[src/include/stream_cfg_consts.svh]
`ifndef STREAM_CFG_CONSTS_SVH
`define STREAM_CFG_CONSTS_SVH

// ------------------------------
// Widths
// ------------------------------
`define STREAM_NUM_CHANNELS 8
`define STREAM_APB_ADDR_W 12
`define STREAM_APB_DATA_W 32
`define STREAM_DESC_ADDR_W 64
`define STREAM_CHAN_W 3

// ------------------------------
// Address map
// ------------------------------
// Kick-off region is 0x000 up to here, one word per channel
`define STREAM_KICK_LAST 12'h01F
`define STREAM_REGS_BASE 12'h100
`define STREAM_REG_GLOBAL_CTRL 12'h100
`define STREAM_REG_CHAN_EN 12'h104
`define STREAM_REG_DESC_HI 12'h108

// Register reset values
`define STREAM_RST_GLOBAL_EN 1'b1
`define STREAM_RST_CHAN_EN 8'hFF

`endif

[src/rtl/stream_cfg_pkg.sv]
`include "stream_cfg_consts.svh"

package stream_cfg_pkg;

    // ------------------------------
    // Command / response transport
    // ------------------------------

    // One APB access, as seen after the bridge
    typedef struct packed {
        logic                              write;
        logic [`STREAM_APB_ADDR_W-1:0]     addr;
        logic [`STREAM_APB_DATA_W-1:0]     wdata;
        logic [`STREAM_APB_DATA_W/8-1:0]   strb;
    } apb_cmd_t;

    // Answer to one command
    typedef struct packed {
        logic [`STREAM_APB_DATA_W-1:0]     rdata;
        logic                              err;
    } apb_rsp_t;

    // ------------------------------
    // Kick stream
    // ------------------------------

    // Channel number plus full descriptor address
    typedef struct packed {
        logic [`STREAM_CHAN_W-1:0]         chan;
        logic [`STREAM_DESC_ADDR_W-1:0]    addr;
    } desc_kick_t;

endpackage

[src/rtl/apb_cmd_bridge.sv]
`timescale 1ns/1ps
`include "stream_cfg_consts.svh"

module apb_cmd_bridge (
    input  logic                              aclk,
    input  logic                              arst_n,
    // APB4 slave
    input  logic [`STREAM_APB_ADDR_W-1:0]     paddr,
    input  logic                              psel,
    input  logic                              penable,
    input  logic                              pwrite,
    input  logic [`STREAM_APB_DATA_W-1:0]     pwdata,
    input  logic [`STREAM_APB_DATA_W/8-1:0]   pstrb,
    output logic [`STREAM_APB_DATA_W-1:0]     prdata,
    output logic                              pready,
    output logic                              pslverr,
    // Command out, response back
    output logic                              cmd_valid,
    input  logic                              cmd_ready,
    output stream_cfg_pkg::apb_cmd_t          cmd,
    input  logic                              rsp_valid,
    output logic                              rsp_ready,
    input  stream_cfg_pkg::apb_rsp_t          rsp
);

    typedef enum logic [1:0] {
        ST_IDLE,
        ST_CMD,
        ST_WAIT
    } state_e;

    state_e state;
    logic   access;

    // Access phase not yet answered
    // pready high means the current one just finished
    assign access = psel && penable && !pready;

    assign cmd_valid = (state == ST_CMD);
    assign rsp_ready = (state == ST_WAIT);

    // ------------------------------
    // FSM and pready
    // ------------------------------
    always_ff @(posedge aclk or negedge arst_n) begin
        if (!arst_n) begin
            state  <= ST_IDLE;
            pready <= 1'b0;
        end else begin
            pready <= 1'b0;
            case (state)
                ST_IDLE: begin
                    if (access) begin
                        state <= ST_CMD;
                    end
                end
                ST_CMD: begin
                    // Single outstanding command
                    if (cmd_ready) begin
                        state <= ST_WAIT;
                    end
                end
                ST_WAIT: begin
                    if (rsp_valid) begin
                        state  <= ST_IDLE;
                        pready <= 1'b1;
                    end
                end
                default: state <= ST_IDLE;
            endcase
        end
    end

    // Capture access, then response
    always_ff @(posedge aclk) begin
        if (state == ST_IDLE && access) begin
            cmd.write <= pwrite;
            cmd.addr  <= paddr;
            cmd.wdata <= pwdata;
            cmd.strb  <= pstrb;
        end
        if (rsp_valid && rsp_ready) begin
            prdata  <= rsp.rdata;
            pslverr <= rsp.err;
        end
    end

endmodule

[src/rtl/cmd_addr_demux.sv]
`timescale 1ns/1ps
`include "stream_cfg_consts.svh"

module cmd_addr_demux (
    input  logic                      aclk,
    input  logic                      arst_n,
    // From the bridge
    input  logic                      cmd_valid,
    output logic                      cmd_ready,
    input  stream_cfg_pkg::apb_cmd_t  cmd,
    output logic                      rsp_valid,
    input  logic                      rsp_ready,
    output stream_cfg_pkg::apb_rsp_t  rsp,
    // Kick-off region
    output logic                      kick_cmd_valid,
    input  logic                      kick_cmd_ready,
    output stream_cfg_pkg::apb_cmd_t  kick_cmd,
    input  logic                      kick_rsp_valid,
    output logic                      kick_rsp_ready,
    input  stream_cfg_pkg::apb_rsp_t  kick_rsp,
    // Register region
    output logic                      reg_cmd_valid,
    input  logic                      reg_cmd_ready,
    output stream_cfg_pkg::apb_cmd_t  reg_cmd,
    input  logic                      reg_rsp_valid,
    output logic                      reg_rsp_ready,
    input  stream_cfg_pkg::apb_rsp_t  reg_rsp
);

    typedef enum logic [1:0] {
        TGT_KICK,
        TGT_REG,
        TGT_HOLE
    } target_e;

    target_e cmd_tgt;
    target_e rsp_tgt;
    logic    hole_rsp_valid;

    // ------------------------------
    // Decode and command steering
    // ------------------------------
    always_comb begin
        if (cmd.addr <= `STREAM_KICK_LAST) begin
            cmd_tgt = TGT_KICK;
        end else if (cmd.addr >= `STREAM_REGS_BASE) begin
            cmd_tgt = TGT_REG;
        end else begin
            // 0x020..0x0FF, answered locally
            cmd_tgt = TGT_HOLE;
        end
    end

    assign kick_cmd_valid = cmd_valid && (cmd_tgt == TGT_KICK);
    assign reg_cmd_valid  = cmd_valid && (cmd_tgt == TGT_REG);
    assign kick_cmd       = cmd;
    assign reg_cmd        = cmd;

    always_comb begin
        case (cmd_tgt)
            TGT_KICK: cmd_ready = kick_cmd_ready;
            TGT_REG:  cmd_ready = reg_cmd_ready;
            default:  cmd_ready = !hole_rsp_valid;
        endcase
    end

    // Remember target for response, and the hole error
    always_ff @(posedge aclk or negedge arst_n) begin
        if (!arst_n) begin
            rsp_tgt        <= TGT_HOLE;
            hole_rsp_valid <= 1'b0;
        end else begin
            if (cmd_valid && cmd_ready) begin
                rsp_tgt        <= cmd_tgt;
                hole_rsp_valid <= (cmd_tgt == TGT_HOLE);
            end else if (hole_rsp_valid && rsp_ready) begin
                hole_rsp_valid <= 1'b0;
            end
        end
    end

    // ------------------------------
    // Response return
    // ------------------------------
    always_comb begin
        kick_rsp_ready = 1'b0;
        reg_rsp_ready  = 1'b0;
        case (rsp_tgt)
            TGT_KICK: begin
                rsp_valid      = kick_rsp_valid;
                rsp            = kick_rsp;
                kick_rsp_ready = rsp_ready;
            end
            TGT_REG: begin
                rsp_valid     = reg_rsp_valid;
                rsp           = reg_rsp;
                reg_rsp_ready = rsp_ready;
            end
            default: begin
                // Decode error, data zero
                rsp_valid = hole_rsp_valid;
                rsp.rdata = '0;
                rsp.err   = 1'b1;
            end
        endcase
    end

endmodule

[src/rtl/desc_kickoff.sv]
`timescale 1ns/1ps
`include "stream_cfg_consts.svh"

module desc_kickoff (
    input  logic                                          aclk,
    input  logic                                          arst_n,
    // Command / response
    input  logic                                          cmd_valid,
    output logic                                          cmd_ready,
    input  stream_cfg_pkg::apb_cmd_t                      cmd,
    output logic                                          rsp_valid,
    input  logic                                          rsp_ready,
    output stream_cfg_pkg::apb_rsp_t                      rsp,
    // Enables and upper address from the registers
    input  logic                                          global_en,
    input  logic [`STREAM_NUM_CHANNELS-1:0]               chan_en,
    input  logic [`STREAM_DESC_ADDR_W-`STREAM_APB_DATA_W-1:0] desc_hi,
    // Kick stream
    output logic                                          kick_valid,
    input  logic                                          kick_ready,
    output stream_cfg_pkg::desc_kick_t                    kick
);

    logic [`STREAM_CHAN_W-1:0] cmd_chan;
    logic                      kick_ok;
    logic                      accept;
    logic                      rsp_err;

    // One word per channel
    assign cmd_chan = cmd.addr[`STREAM_CHAN_W+1:2];

    // Write only, both enables needed
    assign kick_ok = cmd.write && global_en && chan_en[cmd_chan];

    // Nothing new while a kick or an answer is pending
    assign cmd_ready = !kick_valid && !rsp_valid;
    assign accept    = cmd_valid && cmd_ready;

    // ------------------------------
    // Kick and response control
    // ------------------------------
    always_ff @(posedge aclk or negedge arst_n) begin
        if (!arst_n) begin
            kick_valid <= 1'b0;
            rsp_valid  <= 1'b0;
        end else begin
            if (accept) begin
                if (kick_ok) begin
                    kick_valid <= 1'b1;
                end else begin
                    // Rejected, answer right away
                    rsp_valid <= 1'b1;
                end
            end
            // APB side waits until the kick is gone
            if (kick_valid && kick_ready) begin
                kick_valid <= 1'b0;
                rsp_valid  <= 1'b1;
            end
            if (rsp_valid && rsp_ready) begin
                rsp_valid <= 1'b0;
            end
        end
    end

    // Payload, held while kick_valid waits
    always_ff @(posedge aclk) begin
        if (accept) begin
            kick.chan <= cmd_chan;
            kick.addr <= {desc_hi, cmd.wdata};
            rsp_err   <= !kick_ok;
        end
    end

    // Region is write-only
    assign rsp.rdata = '0;
    assign rsp.err   = rsp_err;

endmodule

[src/rtl/stream_ctrl_regs.sv]
`timescale 1ns/1ps
`include "stream_cfg_consts.svh"

module stream_ctrl_regs (
    input  logic                                          aclk,
    input  logic                                          arst_n,
    // Command / response
    input  logic                                          cmd_valid,
    output logic                                          cmd_ready,
    input  stream_cfg_pkg::apb_cmd_t                      cmd,
    output logic                                          rsp_valid,
    input  logic                                          rsp_ready,
    output stream_cfg_pkg::apb_rsp_t                      rsp,
    // Register outputs
    output logic                                          global_en,
    output logic [`STREAM_NUM_CHANNELS-1:0]               chan_en,
    output logic [`STREAM_DESC_ADDR_W-`STREAM_APB_DATA_W-1:0] desc_hi
);

    logic                          accept;
    logic                          addr_hit;
    logic [`STREAM_APB_DATA_W-1:0] rd_data;

    assign cmd_ready = !rsp_valid;
    assign accept    = cmd_valid && cmd_ready;

    // ------------------------------
    // Read decode
    // ------------------------------
    always_comb begin
        addr_hit = 1'b1;
        rd_data  = '0;
        case (cmd.addr)
            `STREAM_REG_GLOBAL_CTRL: rd_data[0] = global_en;
            `STREAM_REG_CHAN_EN:     rd_data[`STREAM_NUM_CHANNELS-1:0] = chan_en;
            `STREAM_REG_DESC_HI:     rd_data = desc_hi;
            default:                 addr_hit = 1'b0;
        endcase
    end

    // Registers and response valid
    always_ff @(posedge aclk or negedge arst_n) begin
        if (!arst_n) begin
            global_en <= `STREAM_RST_GLOBAL_EN;
            chan_en   <= `STREAM_RST_CHAN_EN;
            desc_hi   <= '0;
            rsp_valid <= 1'b0;
        end else begin
            if (accept && cmd.write) begin
                // Byte strobes apply per field
                case (cmd.addr)
                    `STREAM_REG_GLOBAL_CTRL: if (cmd.strb[0]) global_en <= cmd.wdata[0];
                    `STREAM_REG_CHAN_EN:     if (cmd.strb[0]) chan_en <= cmd.wdata[7:0];
                    `STREAM_REG_DESC_HI: begin
                        for (int b = 0; b < `STREAM_APB_DATA_W / 8; b++) begin
                            if (cmd.strb[b]) desc_hi[8*b +: 8] <= cmd.wdata[8*b +: 8];
                        end
                    end
                    default: ;
                endcase
            end
            if (accept) begin
                rsp_valid <= 1'b1;
            end else if (rsp_ready) begin
                rsp_valid <= 1'b0;
            end
        end
    end

    // Undefined address gives error and zero
    always_ff @(posedge aclk) begin
        if (accept) begin
            rsp.rdata <= (addr_hit && !cmd.write) ? rd_data : '0;
            rsp.err   <= !addr_hit;
        end
    end

endmodule

[src/rtl/stream_apb_top.sv]
`timescale 1ns/1ps
`include "stream_cfg_consts.svh"

module stream_apb_top (
    input  logic                              aclk,
    input  logic                              arst_n,
    // APB4 configuration port
    input  logic [`STREAM_APB_ADDR_W-1:0]     paddr,
    input  logic                              psel,
    input  logic                              penable,
    input  logic                              pwrite,
    input  logic [`STREAM_APB_DATA_W-1:0]     pwdata,
    input  logic [`STREAM_APB_DATA_W/8-1:0]   pstrb,
    output logic [`STREAM_APB_DATA_W-1:0]     prdata,
    output logic                              pready,
    output logic                              pslverr,
    // Descriptor kicks
    output logic                              kick_valid,
    input  logic                              kick_ready,
    output stream_cfg_pkg::desc_kick_t        kick
);

    import stream_cfg_pkg::*;

    // ------------------------------
    // Bridge <-> demux
    // ------------------------------
    logic     cmd_valid;
    logic     cmd_ready;
    apb_cmd_t cmd;
    logic     rsp_valid;
    logic     rsp_ready;
    apb_rsp_t rsp;

    // Demux <-> targets
    logic     kick_cmd_valid;
    logic     kick_cmd_ready;
    apb_cmd_t kick_cmd;
    logic     kick_rsp_valid;
    logic     kick_rsp_ready;
    apb_rsp_t kick_rsp;
    logic     reg_cmd_valid;
    logic     reg_cmd_ready;
    apb_cmd_t reg_cmd;
    logic     reg_rsp_valid;
    logic     reg_rsp_ready;
    apb_rsp_t reg_rsp;

    // Register levels into kick-off
    logic                                          global_en;
    logic [`STREAM_NUM_CHANNELS-1:0]               chan_en;
    logic [`STREAM_DESC_ADDR_W-`STREAM_APB_DATA_W-1:0] desc_hi;

    apb_cmd_bridge u_bridge (
        .aclk      (aclk),
        .arst_n    (arst_n),
        .paddr     (paddr),
        .psel      (psel),
        .penable   (penable),
        .pwrite    (pwrite),
        .pwdata    (pwdata),
        .pstrb     (pstrb),
        .prdata    (prdata),
        .pready    (pready),
        .pslverr   (pslverr),
        .cmd_valid (cmd_valid),
        .cmd_ready (cmd_ready),
        .cmd       (cmd),
        .rsp_valid (rsp_valid),
        .rsp_ready (rsp_ready),
        .rsp       (rsp)
    );

    // Kick-off at 0x000, registers from 0x100
    cmd_addr_demux u_demux (
        .aclk           (aclk),
        .arst_n         (arst_n),
        .cmd_valid      (cmd_valid),
        .cmd_ready      (cmd_ready),
        .cmd            (cmd),
        .rsp_valid      (rsp_valid),
        .rsp_ready      (rsp_ready),
        .rsp            (rsp),
        .kick_cmd_valid (kick_cmd_valid),
        .kick_cmd_ready (kick_cmd_ready),
        .kick_cmd       (kick_cmd),
        .kick_rsp_valid (kick_rsp_valid),
        .kick_rsp_ready (kick_rsp_ready),
        .kick_rsp       (kick_rsp),
        .reg_cmd_valid  (reg_cmd_valid),
        .reg_cmd_ready  (reg_cmd_ready),
        .reg_cmd        (reg_cmd),
        .reg_rsp_valid  (reg_rsp_valid),
        .reg_rsp_ready  (reg_rsp_ready),
        .reg_rsp        (reg_rsp)
    );

    desc_kickoff u_kickoff (
        .aclk       (aclk),
        .arst_n     (arst_n),
        .cmd_valid  (kick_cmd_valid),
        .cmd_ready  (kick_cmd_ready),
        .cmd        (kick_cmd),
        .rsp_valid  (kick_rsp_valid),
        .rsp_ready  (kick_rsp_ready),
        .rsp        (kick_rsp),
        .global_en  (global_en),
        .chan_en    (chan_en),
        .desc_hi    (desc_hi),
        .kick_valid (kick_valid),
        .kick_ready (kick_ready),
        .kick       (kick)
    );

    stream_ctrl_regs u_regs (
        .aclk      (aclk),
        .arst_n    (arst_n),
        .cmd_valid (reg_cmd_valid),
        .cmd_ready (reg_cmd_ready),
        .cmd       (reg_cmd),
        .rsp_valid (reg_rsp_valid),
        .rsp_ready (reg_rsp_ready),
        .rsp       (reg_rsp),
        .global_en (global_en),
        .chan_en   (chan_en),
        .desc_hi   (desc_hi)
    );

endmodule

[config.mk]
export PLATFORM = sky130hd
export DESIGN_NAME = stream_apb_top
export DESIGN_NICKNAME = d
export VERILOG_FILES = /design/src/rtl/stream_cfg_pkg.sv /design/src/rtl/apb_cmd_bridge.sv /design/src/rtl/cmd_addr_demux.sv /design/src/rtl/desc_kickoff.sv /design/src/rtl/stream_ctrl_regs.sv /design/src/rtl/stream_apb_top.sv
export VERILOG_INCLUDE_DIRS = /design/src /design/src/include
export SDC_FILE = /design/constraint.sdc
export NUM_CORES = 1
export LEC_CHECK = 0
export BUFFER_PORTS_ARGS = -buffer_cell sky130_fd_sc_hd__buf_2
export CAP_MARGIN = 20
export CORE_ASPECT_RATIO = 0.8
export CORE_MARGIN = 3
export CORE_UTILIZATION = 45
export DETAILED_ROUTE_END_ITERATION = 16
export PLACE_DENSITY = 0.65
export SLEW_MARGIN = 20
export SYNTH_ARGS = -nofsm -noshare
export SYNTH_HDL_FRONTEND = slang
export SYNTH_SLANG_ARGS = --single-unit
[constraint.sdc]
create_clock -name aclk -period 22.6 [get_ports aclk]
set_clock_uncertainty 0.15 [all_clocks]
set_input_delay 4.52 -clock aclk [delete_from_list [all_inputs] [get_ports aclk]]
set_output_delay 4.52 -clock aclk [all_outputs]
set_load 0.03 [all_outputs]
# == Yosys cells after proc, flatten, opt, wreduce, memory -nomap -nowiden ==
# Index checks and enable logic that the tools add are counted.
# op_classes
n_eq_ne,12
n_div,0
n_addsub,0
n_bitwise,0
shifts,0
mux,29
mul,0
magnitude_cmp,3
reduce_logical,44
# ops
cell,count
case mux 33 bit (2 select lines),1
"== test 12 x 9 -> 1 bit, second input constant",3
AND reduction 3 bit,7
logical AND 1 bit,17
2-to-1 mux 1 bit,17
case mux 7 bit (2 select lines),1
">= comparator 12 x 9 -> 1 bit, second input constant",1
"<= comparator 12 x 5 -> 1 bit, second input constant",1
2-to-1 mux 2 bit,5
zero test 1 bit,8
nonzero test 2 bit,4
"== test 2 x 1 -> 1 bit, second input constant",3
zero test 2 bit,3
case mux 2 bit (3 select lines),1
AND reduction 2 bit,3
"== test 2 bit, second input constant",2
"< comparator 3 x 4 -> 1 bit, second input constant",1
"!= test 2 x 1 -> 1 bit, second input constant",2
case mux 1 bit (2 select lines),2
binary-select mux 1 bit (select 3 bit),1
"!= test 3 bit, second input constant",1
case mux 1 bit (3 select lines),1
nonzero test 3 bit,1
OR reduction 3 bit,1
"!= test 2 bit, second input constant",1
# word_totals
rom_bits,0
memories,0
ff_bits,233
output_inout_bits,102
latch_bits,0
elab_cells,113
mem_bits_rw,0

# == Depth between registers and ports, before layout ==
# Gate-level depths: netlist of run 1.
# depth
word_depth,9
mapped_depth,6
mapped_depth_nobuf,4

# == Modules after synthesis ==
# From an unflattened synthesis of run 1, not the netlist that was laid out.
# unflattened
cells_unflattened,593
area_unflattened_um2,9576.7
# by_module_without_submodules
mod,n_inst,seq_area_each_um2,cells_per_inst,area_each_um2
stream_ctrl_regs,1,2053.2,182,3064.2
apb_cmd_bridge,1,2537.4,94,2596.2
desc_kickoff,1,2092.0,120,2458.6
cmd_addr_demux,1,76.3,197,1457.6

# == Worst setup path before layout of run 1 ==
# No wires, ideal clock.
# synth_path
kind,input to register
start,input psel
end,register u_bridge.cmd[0] (netlist name)
arrival_ns,9.252
t_required_ns,21.871
setup_slack_ns,12.619
cell_stages,2
setup_time_ns,0.579
cell_sequence,nand2_1 > nor4_1
# synth_via
elab_chain_len,3
# synth_rtl
element,line,source
start: declaration,stream_apb_top.sv:9,"input logic psel,"
logical AND 1 bit (2 in series),apb_cmd_bridge.sv:37,assign access = psel && penable && !pready;
logical AND 1 bit,apb_cmd_bridge.sv:76,if (state == ST_IDLE && access) begin
# No other way between the ends.
# A chain may end at the register's enable or synchronous reset.

# == Worst setup path in the final report of run 1 ==
# layout_path
start,register u_kickoff.kick_valid
end,output kick_valid
# layout_rtl
element,line,source
start: declaration,desc_kickoff.sv:19,"output logic kick_valid,"
start signal: assignment,desc_kickoff.sv:44,kick_valid <= 1'b0;
start signal: assignment,desc_kickoff.sv:49,kick_valid <= 1'b1;
start signal: assignment,desc_kickoff.sv:57,kick_valid <= 1'b0;
end: declaration,stream_apb_top.sv:18,"output logic kick_valid,"
# No word-level cell between the ends.

==> out/summary.txt, run 1 <==
Outcome - complete, no violations
Via density - 5.00
CTS max path bufs - 3
Die area - 20100 um^2
Starting density of the core - 0.468
Crit path DAT - 1140 ps
Worst hold path startpoint - u_bridge.cmd[26]
Worst slew pin tran - 1120 ps
IO Pins - 156
Total track usage - 0.161
# rows - 43
Slowest cell delay on critical path - 410 ps
Worst r2r dst - u_kickoff.kick[14]
Number of flops mapped to enable cells by yosys - 183
Clk slew on worst S/H paths - 60 ps
Vias post-DR - 4255
Ys flop type - edfxtp_1
Die width - 158 um
CP max FO - 5
Post-CTS Setup Bufs - 0
IO buf count - 155
Share of layout cells above drive strength 1 - 0.398
Hold path depth - 0
Hold Path End - u_kickoff.kick[22]
Crit share post-route - 0.257
Reg2reg setup slack - 19830 ps
Post-route ant nets - 0
Hold Crit Class - register to register
CP delay by family, top - flip-flops
Fmax - 172 MHz
Yosys top cell area share - 0.664
Vias in the first global route - 4326
TritonCTS clock tree - built
Drc violations - 0
Met2 Usage GRT - 0.238
Ranking of synthesized cells by area - edfxtp_1 (66%), dfrtp_1 (12%), mux2_2 (4.8%), and2_1 (4.3%), dfstp_2 (3.2%)
Multi-input gate area - 1460 um^2
Share of synthesized flip-flops with an asynchronous set or reset - 0.215
# setup viols final - 0
WS Path Type - register to output port
Crit end category - output port
Met3 Usage GRT - 0.0484
Post_cts resized - 0
CTS sink count - 233
Pwr Density - 99.2 nW/um^2
Crit-path slowest cell - dfrtp_1
Reg2reg path depth - 3
Cell variety after synth - 45
GP Congestion - 0.855
Maximum number of pins on one net before global-route repair - 69
Layout fillers - 1355
Total Wirelength - 16.0 mm
Leakage - 3.84 nW
Peak supply drop - 0.0522 mV
Storage element area - 6760 um^2
Clock Latency Late Sink - 500 ps
Max_slew headroom - 0.247
Initial DRT Pass Iterations - 5
CP Data Required Time - 17930 ps
Post-synthesis instance total - 437
P&R area growth vs syn - 22.1%
Total CTS buffers - 23
Crit-path cells - buf_2
Crit path buffers/inverters - 1
GRT Max-Usage Layer - met2
Top cells by count, synth - edfxtp_1 (183), and2_1 (57), dfrtp_1 (40)
Avg Inst Size Synth - 18.9 um^2
Number of DRC markers in iteration 0 - 264
Final Max Tran Viols - 0
Nets@finish - 662
Max Cap Viol - 0
Drt wl/cell - 18.8 um
YS warnings - 0
Register area share after synthesis - 0.816
RSZ-0062 raised after global routing - no
Most common cell in the netlist - edfxtp_1
H-tree depth - 1
Post-Route Setup TNS - 0 ps
Grt ovf - 0
DP HPWL - 9.96 mm
CP startpoint kind - register
Min Tclk post-route - 5810 ps
Worst R2R Start - u_bridge.cmd[45]
Yosys reg bits - 233
Initial antenna violation count - 2
CTS root buf - clkbuf_16
Met1 usage - 0.237
WHS - 298 ps
First-pass GRT wire length - 24.9 mm
Pwr Total - 1.00 mW
Die height - 127 um
Net Count, Synth - 491
Area leader, netlist - edfxtp_1
Post-synthesis cell area - 8280 um^2
Core Box Area - 17700 um^2
Hold-fix buffers at CTS - 0
Final hold vios - 0
how the worst max path moves through the flow:
stage / startpoint / to / slack [ps] / depth (start not counted)
2_1_floorplan: psel / u_bridge.cmd[0] / 12620 / 2
3_3_place_gp: psel / u_bridge.cmd[5] / 16620 / 4
3_5_place_dp: psel / u_bridge.cmd[16] / 16600 / 4
4_1_cts: u_kickoff.kick_valid / kick_valid / 16770 / 1
5_1_grt: u_kickoff.kick_valid / kick_valid / 16710 / 1
6_report: u_kickoff.kick_valid / kick_valid / 16790 / 1
routing by layer:
metal / up-vias / part of all wire
li1: 1991 / -
met1: 2084 / 0.45
met2: 152 / 0.45
met3: 26 / 0.081
met4: 2 / 0.018
met5: - / 0.00044
power by group:
| group | total [mW] | internal [mW] | switching, mW |
|---|---|---|---|
| combinational | 0.0878 | 0.0285 | 0.0593 |
| clock | 0.391 | 0.238 | 0.153 |
| sequential | 0.525 | 0.506 | 0.0189 |
| total | 1.00 | 0.772 | 0.231 |
area by class of cell:
cell class                 count  share of cell area
tap                          225              0.0278
multi-input combinational    186               0.144
inverter                       3             0.00111
clock buffer                  31              0.0609
timing repair buffer         161              0.0812
antenna                        1            0.000247
sequential                   233               0.668
clock inverter                11              0.0161
cell usage in the layout (no fill, tap or decap), types with 4 or more instances in the layout:
cell type and count:
edfxtp_1 183, buf_2 155, and2_1 57, dfrtp_1 40, mux2_2 35, clkbuf_16 23, nor2_1 12, dfstp_2 10
a22o_1 8, mux2_1 8, mux2i_1 7, clkbuf_1 7, nand2_1 6, buf_4 6, a21oi_1 5, nand3_1 4
and3_1 4, bufinv_16 4
stage by stage:
step	instance area (um^2)	setup slack [ps]	utilization	std cells
6_report	10100	16790	0.571	851
5_1_grt	10100	16710	0.571	851
4_1_cts	10100	16770	0.571	850
3_5_place_dp	9330	16600	0.527	808
3_3_place_gp	9330	16620	0.527	808
2_1_floorplan	8280	12620	-	437
flip-flops by register name, summed over array words and instances, names as in the netlist, 2 cells and up:
signal,cells
u_kickoff.kick,67
u_bridge.prdata,32
u_regs.desc_hi,32
u_regs.chan_en,8
u_demux.rsp_tgt,2
u_regs.rsp,33
u_bridge.state,2
u_bridge.cmd,49
cell families after synthesis:
| family | Yosys count | synth area share |
|---|---|---|
| AOI/OAI and AO/OA | 26 | 0.0224 |
| and+or+nand+nor | 110 | 0.0827 |
| DFF | 233 | 0.816 |
| muxes | 50 | 0.0669 |
| buffers and inverters | 18 | 0.0118 |
Power figures use the tool's default switching activity.
==> inputs of run 2 (changes only) <==
--- a/config.mk
+++ b/config.mk
@@ -6,13 +6,14 @@
 export SDC_FILE = /design/constraint.sdc
 export NUM_CORES = 1
 export LEC_CHECK = 0
+export ABC_AREA = 1
 export BUFFER_PORTS_ARGS = -buffer_cell sky130_fd_sc_hd__buf_2
 export CAP_MARGIN = 20
 export CORE_ASPECT_RATIO = 0.8
 export CORE_MARGIN = 3
 export CORE_UTILIZATION = 45
 export DETAILED_ROUTE_END_ITERATION = 16
-export PLACE_DENSITY = 0.65
+export PLACE_DENSITY = 0.67
 export SLEW_MARGIN = 20
 export SYNTH_ARGS = -nofsm -noshare
 export SYNTH_HDL_FRONTEND = slang
==> constraint.sdc (replaced) <==
create_clock -name aclk -period 4.9 [get_ports aclk]
set_clock_uncertainty 0.15 [all_clocks]
set_input_delay 0.98 -clock aclk [delete_from_list [all_inputs] [get_ports aclk]]
set_output_delay 0.98 -clock aclk [all_outputs]
set_load 0.03 [all_outputs]
==> run 2 against run 1 <==
Compared with the run above: first-iteration DRC count grew 15%; synthesized area grew 5.0%; synthesized cell count grew 44%; design area grew 3.8%; sequential power grew to 4.8 times the previous value; setup slack lost 14000 ps; critical path depth grew 5; worst hold slack lost 1.8 ps; global-route usage shrank 0.92 points; critical endpoint is now u_regs.rsp[25]; highest routed layer is now met4.
==> out/summary.txt, run 2 <==
Outcome - complete, no violations
Post-synthesis instance total - 630 (+44%)
Vias post-DR - 4949 (+16%)
Crit path to - u_regs.rsp[25]
Die width - 161 um (+2.4%)
Post-route ant nets - 0 (unchanged)
Die area - 21000 um^2 (+4.8%)
Max Cap Viol - 0 (unchanged)
Critical Path Start - u_bridge.cmd[40]
# setup viols final - 0 (unchanged)
Clk slew on worst S/H paths - 60 ps (about the same)
Max FFs per register - 67 (unchanged)
WS Path Type - register to register
Maximum number of pins on one net before global-route repair - 51 (-26%)
Initial DRT Pass Iterations - 5 (unchanged)
Crit share post-route - 0.503
Placed insts - 1029 (+27%)
CP startpoint kind - register
Commonest non-fill, non-tap cell in the layout - edfxtp_1
Largest regs - u_kickoff.kick x67, u_bridge.cmd x49, u_regs.rsp x33
Post-synthesis cell area - 8700 um^2 (+5.0%)
TritonCTS clock tree - built
RSZ-0062 raised after global routing - no
IO Pins - 156 (unchanged)
Grt ovf - 0 (unchanged)
Combinational Power Share - 0.139 (+0.051)
CTS root buf - clkbuf_16
Pint - 3.57 mW (+360%)
Worst slew pin tran - 965 ps (-154 ps)
Clock network fraction of total power - 0.343 (-0.046)
Final hold vios - 0 (unchanged)
CTS max path bufs - 3 (unchanged)
IO buf count - 155 (unchanged)
Post_cts resized - 0 (unchanged)
CP max FO - 24 (+19)
Drc violations - 0 (unchanged)
Leakage - 4.18 nW (+8.9%)
Net Count, Synth - 684 (+39%)
Starting density of the core - 0.469 (+0.000973)
Ranking of synthesized cells by area - edfxtp_1 (63%), dfrtp_1 (12%), inv_1 (4.8%), nand2_1 (4.1%), o21ai_2 (3.5%)
Non-Filler Instances - 1074 (+26%)
Worst r2r dst - u_regs.rsp[25]
Hold Crit Class - register to register
DP HPWL - 10.7 mm (+7.0%)
Pwr Density - 463 nW/um^2 (+370%)
Final Max Tran Viols - 0 (unchanged)
Crit end category - register
# rows - 44 (+2.3%)
Most flops, register - u_kickoff.kick
Worst R2R Start - u_bridge.cmd[40]
Clock Latency Late Sink - 490 ps (about the same)
Mux share of post-synthesis cell area - 0 (-0.0669)
P&R area growth vs syn - 20.7%
Synth Area in Compound Gates - 0.0434 (+0.0211)
Drt wl/cell - 14.9 um (-21%)
Most frequent cells in the layout - edfxtp_1 (183), buf_2 (155), inv_1 (111), nand2_1 (95), nor2_1 (72)
Fraction of the mapped netlist area in simple logic gates - 0.116 (+0.0330)
Post-Route Setup TNS - 0 ps (unchanged)
Layout fillers - 1573 (+16%)
Reg2reg setup slack - 2430 ps (-17400 ps)
# diodes - 0 (-1)
Post-synthesis xor/xnor area fraction - 0 (unchanged)
Via density - 4.61 (-7.8%)
Post-CTS Setup Bufs - 0 (unchanged)
Total track usage - 0.152 (-0.00920)
Nets@finish - 857 (+29%)
YS warnings - 0 (unchanged)
Total Wirelength - 16.0 mm (-0.14%)
Share of layout cells above drive strength 1 - 0.322 (-0.0768)
Min Tclk post-route - 2470 ps
GP Congestion - 0.820 (-4.1%)
Most common cell in the netlist - edfxtp_1
Total CTS buffers - 24 (+4.3%)
Post-Synth Adder-Cell Area - 0 (unchanged)
H-tree depth - 1 (unchanged)
Cell variety after synth - 33 (-27%)
Share of synthesized flip-flops with an asynchronous set or reset - 0.215 (unchanged)
Peak supply drop - 0.255 mV (+390%)
CP Data Required Time - 5090 ps (-12840 ps)
Number of flops mapped to enable cells by yosys - 183 (unchanged)
Sw frac - 0.266 (+0.0354)
Initial antenna violation count - 0 (-2)
Area leader, netlist - edfxtp_1
Reg2reg path depth - 6 (+3)
Core Box Area - 18600 um^2 (+4.8%)
Avg Inst Size Synth - 13.8 um^2 (-27%)
First-pass GRT wire length - 25.0 mm (+0.67%)
Max_slew headroom - 0.355 (+0.108)
CTS sink count - 233 (unchanged)
Yosys reg bits - 233 (unchanged)
Net Sw Power - 1.29 mW (+460%)
Vias in the first global route - 4848 (+12%)
Largest family of logic cells by synthesized area - simple AND/OR/NAND/NOR gates
Ys flop type - edfxtp_1
Register area share after synthesis - 0.777 (-0.0391)
Yosys top cell area share - 0.632 (-0.0318)
Fmax - 406 MHz
Number of DRC markers in iteration 0 - 303 (+15%)
WHS - 296 ps (-1.78 ps)
Top cells by count, synth - edfxtp_1 (183), inv_1 (111), nand2_1 (95)
Reg power frac - 0.518 (-0.005)
Die height - 130 um (+2.4%)
Crit path DAT - 2650 ps (+1510 ps)
Hold-fix buffers at CTS - 0 (unchanged)
==> run 2: cell families (layout without fill, tap and decap cells) <==
family	count (synthesis)	count (layout)
DFF	233	233
and+or+nand+nor	220	220
buffers and inverters	130	321
AOI/OAI and AO/OA	47	47
==> run 2: per-layer routing <==
layer	GRT usage	wire (um)
met5	0	0
met4	0.0430	390
met3	0.0349	936
met2	0.237	7250
met1	0.217	7420
==> run 2: metrics by stage <==
| stage | utilization | setup WS [ps] | power [mW] | cell area (um^2) |
|---|---|---|---|---|
| 2_1_floorplan | - | 871 | 2.98 | 8700 |
| 3_3_place_gp | 0.525 | 2080 | 3.20 | 9740 |
| 3_5_place_dp | 0.525 | 1980 | 3.22 | 9740 |
| 4_1_cts | 0.564 | 1970 | 4.89 | 10500 |
| 5_1_grt | 0.566 | 2210 | 5.09 | 10500 |
| 6_report | 0.566 | 2430 | 4.86 | 10500 |
==> run 2: worst min path at each step <==
stage,from,end,cells past startpoint
after global placement,u_bridge.cmd[14],u_kickoff.kick[10],0
after global routing,u_bridge.cmd[34],u_kickoff.kick[30],0
after detailed placement,u_bridge.cmd[29],u_kickoff.kick[25],0
final,u_bridge.cmd[29],u_kickoff.kick[25],0
after floorplan,u_bridge.cmd[39],u_kickoff.kick[65],0
after CTS,u_bridge.cmd[29],u_kickoff.kick[25],0
==> run 2: final cells by class <==
| type | instances | area, um^2 | share of cell area |
|---|---|---|---|
| Sequential cell | 233 | 6760 | 0.644 |
| Multi-Input combinational cell | 267 | 1410 | 0.134 |
| Timing Repair Buffer | 161 | 841 | 0.0801 |
| Clock buffer | 36 | 687 | 0.0654 |
| Inverter | 116 | 437 | 0.0416 |
| Tap cell | 253 | 317 | 0.0302 |
| Clock inverter | 8 | 47.5 | 0.00453 |
==> run 2: power groups by stage <==
stage	Combinational [mW]	Clock (mW)	Sequential [mW]
floorplan	0.316	0	2.66
global placement	0.652	0	2.55
detailed placement	0.661	0	2.56
CTS	0.665	1.71	2.52
global route	0.752	1.80	2.54
finish	0.677	1.67	2.51
==> run 2: worst max-delay path, cell delays in order, from the launching register on <==
cell,delay (ps)
edfxtp_1,460
or2_1,250
nor2_2,120
nand2_2,120
nor3_4,520
nand3_4,440
nor2_1,230
==> inputs of run 3 (changes only) <==
--- a/config.mk
+++ b/config.mk
@@ -6,14 +6,14 @@
 export SDC_FILE = /design/constraint.sdc
 export NUM_CORES = 1
 export LEC_CHECK = 0
-export ABC_AREA = 1
+export ABC_AREA = 0
 export BUFFER_PORTS_ARGS = -buffer_cell sky130_fd_sc_hd__buf_2
 export CAP_MARGIN = 20
 export CORE_ASPECT_RATIO = 0.8
 export CORE_MARGIN = 3
 export CORE_UTILIZATION = 45
 export DETAILED_ROUTE_END_ITERATION = 16
-export PLACE_DENSITY = 0.67
+export PLACE_DENSITY = 0.65
 export SLEW_MARGIN = 20
 export SYNTH_ARGS = -nofsm -noshare
 export SYNTH_HDL_FRONTEND = slang
==> constraint.sdc (replaced) <==
create_clock -name aclk -period 2.35 [get_ports aclk]
set_clock_uncertainty 0.15 [all_clocks]
set_input_delay 0.47 -clock aclk [delete_from_list [all_inputs] [get_ports aclk]]
set_output_delay 0.47 -clock aclk [all_outputs]
set_load 0.03 [all_outputs]
==> run 3 against run 2 <==
Compared with the run above: design area is 2.5% higher; final cell count is 15% lower; clock-buffer cell count is 8 lower; setup slack worse by 2300 ps.
==> out/summary.txt, run 3 (synthesis results as in run 1) <==
Outcome - complete, no violations
Most flops, register - u_kickoff.kick
Maximum number of pins on one net before global-route repair - 37 (-27%)
Post-CTS Setup Bufs - 0 (unchanged)
Worst hold path startpoint - paddr[9]
Final hold vios - 0 (unchanged)
Crit path DAT - 2280 ps (-370 ps)
Final Max Tran Viols - 0 (unchanged)
Peak supply drop - 0.537 mV (+110%)
# diodes - 0 (unchanged)
Commonest non-fill, non-tap cell in the layout - edfxtp_1
TritonCTS clock tree - built
# setup viols final - 0 (unchanged)
H-tree depth - 1 (unchanged)
Reg power frac - 0.532 (+0.014)
Hold-fix buffers at CTS - 49 (+49)
Die width - 158 um (-2.3%)
Fmax - 447 MHz (+10%)
CTS max path bufs - 3 (unchanged)
RSZ-0062 raised after global routing - no
Grt ovf - 0 (unchanged)
Layout fillers - 1322 (-16%)
Drt wl/cell - 18.7 um (+26%)
Hold Crit Class - input pin to register
Total CTS buffers - 23 (-4.2%)
Vias in the first global route - 4674 (-3.6%)
Worst r2r dst - u_kickoff.kick[45]
Post_cts resized - 0 (unchanged)
Post-Place Setup Slack - 135 ps (-1850 ps)
Critical Path Start - u_bridge.cmd[45]
Leakage - 4.12 nW (-1.5%)
GP Congestion - 0.863 (+5.3%)
Clock Latency Late Sink - 500 ps (about the same)
# rows - 43 (-2.3%)
Crit end category - register
Post-route ant nets - 0 (unchanged)
Largest regs - u_kickoff.kick x67, u_bridge.cmd x49, u_regs.rsp x33
Vias post-DR - 4551 (-8.0%)
Clock network fraction of total power - 0.350 (+0.007)
Total Wirelength - 17.2 mm (+7.2%)
Max Cap Viol - 0 (unchanged)
Pwr Total - 9.39 mW (+93%)
CTS sink count - 233 (unchanged)
Starting density of the core - 0.468 (-0.000973)
Max FFs per register - 67 (unchanged)
Reg2reg setup slack - 110 ps (-2320 ps)
Drc violations - 0 (unchanged)
Total track usage - 0.169 (+0.0171)
Reg2reg path depth - 3 (-3)
Min Tclk post-route - 2240 ps (-228 ps)
Crit share post-route - 0.952 (+0.449)
Core Box Area - 17700 um^2 (-4.6%)
Pwr Density - 872 nW/um^2 (+88%)
Most frequent cells in the layout - edfxtp_1 (183), buf_2 (155), and2_1 (57), dlygate4sd3_1 (49), dfrtp_1 (40)
Share of layout cells above drive strength 1 - 0.387 (+0.0657)
Number of DRC markers in iteration 0 - 242 (-20%)
Final setup margin - 112 ps (-2320 ps)
CP max FO - 36 (+50%)
Via density - 4.96 (+7.7%)
CP Data Required Time - 2390 ps (-2700 ps)
Die height - 127 um (-2.3%)
Nets@finish - 729 (-15%)
CTS root buf - clkbuf_16
First-pass GRT wire length - 26.0 mm (+4.0%)
DP HPWL - 11.0 mm (+2.9%)
Initial antenna violation count - 0 (unchanged)
Net Sw Power - 2.29 mW (+77%)
Pint - 7.10 mW (+99%)
Max_slew headroom - 0.664 (+0.308)
WS Path Type - register to register
IO buf count - 155 (unchanged)
IO Pins - 156 (unchanged)
Die area - 20100 um^2 (-4.6%)
Sw frac - 0.244 (-0.0218)
Worst R2R Start - u_bridge.cmd[45]
Worst slew pin tran - 504 ps (-460 ps)
Initial DRT Pass Iterations - 4 (-1)
Hold path depth - 1 (+1)
P&R area growth vs syn - 29.9%
Hold Path End - u_bridge.cmd[45]
Clk slew on worst S/H paths - 60 ps (about the same)
CP startpoint kind - register
Combinational Power Share - 0.118 (-0.021)
## run 3: cell types whose count changed in the layout (fill, tap and decap cells not counted), moves of 8 or more
cell           previous run  this run
a22o_1                    0         8
and2_1                    0        57
buf_4                     5        17
dlygate4sd3_1             0        49
inv_1                   111         3
mux2_1                    0         8
mux2_2                    0        35
nand2_1                  95         5
nand4_1                  15         1
nor2_1                   72        12
o21ai_2                  35         0
## run 3: how the worst max path moves through the flow
stage | to | slack, ps | cells after the start
floorplan | u_kickoff.kick[0] | -1530 | 3
global placement | u_kickoff.kick[3] | 150 | 3
detailed placement | u_kickoff.kick[42] | 130 | 3
CTS | u_kickoff.kick[9] | 120 | 3
global route | u_regs.desc_hi[5] | 20 | 4
finish | u_kickoff.kick[45] | 110 | 3
## run 3: critical path: stages, from the launching register on
cell,delay [ps]
edfxtp_1,430
or4_1,630
nor4_4,410
buf_12,270
## run 3: routing by layer
metal,GRT usage,wire [um],vias up
met5,0,0,-
met4,0.0429,333,0
met3,0.0447,1250,30
met2,0.262,7750,154
met1,0.241,7810,2240
li1,-,-,2127
## run 3: power groups by stage
stage	clock network [mW]	logic [mW]	registers, mW
2_1_floorplan	0	0.473	5.19
3_3_place_gp	0	1.03	5.06
3_5_place_dp	0	1.06	5.08
4_1_cts	3.37	1.12	5.00
5_1_grt	3.52	1.20	5.02
6_report	3.28	1.11	5.00
## run 3: stage by stage
| step | utilization | hold WS (ps) | TNS, ps | instances | instance area [um^2] |
|---|---|---|---|---|---|
| after floorplan | - | 24.4 | -125170 | 437 | 8340 |
| after global placement | 0.542 | 279 | 0 | 826 | 9600 |
| after detailed placement | 0.542 | 281 | 0 | 826 | 9600 |
| after CTS | 0.608 | 5.85 | 0 | 917 | 10800 |
| after global routing | 0.608 | 14.9 | 0 | 917 | 10800 |
| final | 0.608 | 25.4 | 0 | 917 | 10800 |
## run 3: layout make-up
cell class                 instances  area [um^2]  share of cell area
clock inverter                    14         77.6             0.00721
tap                              225          282              0.0262
timing repair buffer             228         1530               0.143
clock buffer                      28          594              0.0552
inverter                           3         11.3             0.00105
multi-input combinational        186         1500               0.139
sequential                       233         6760               0.628
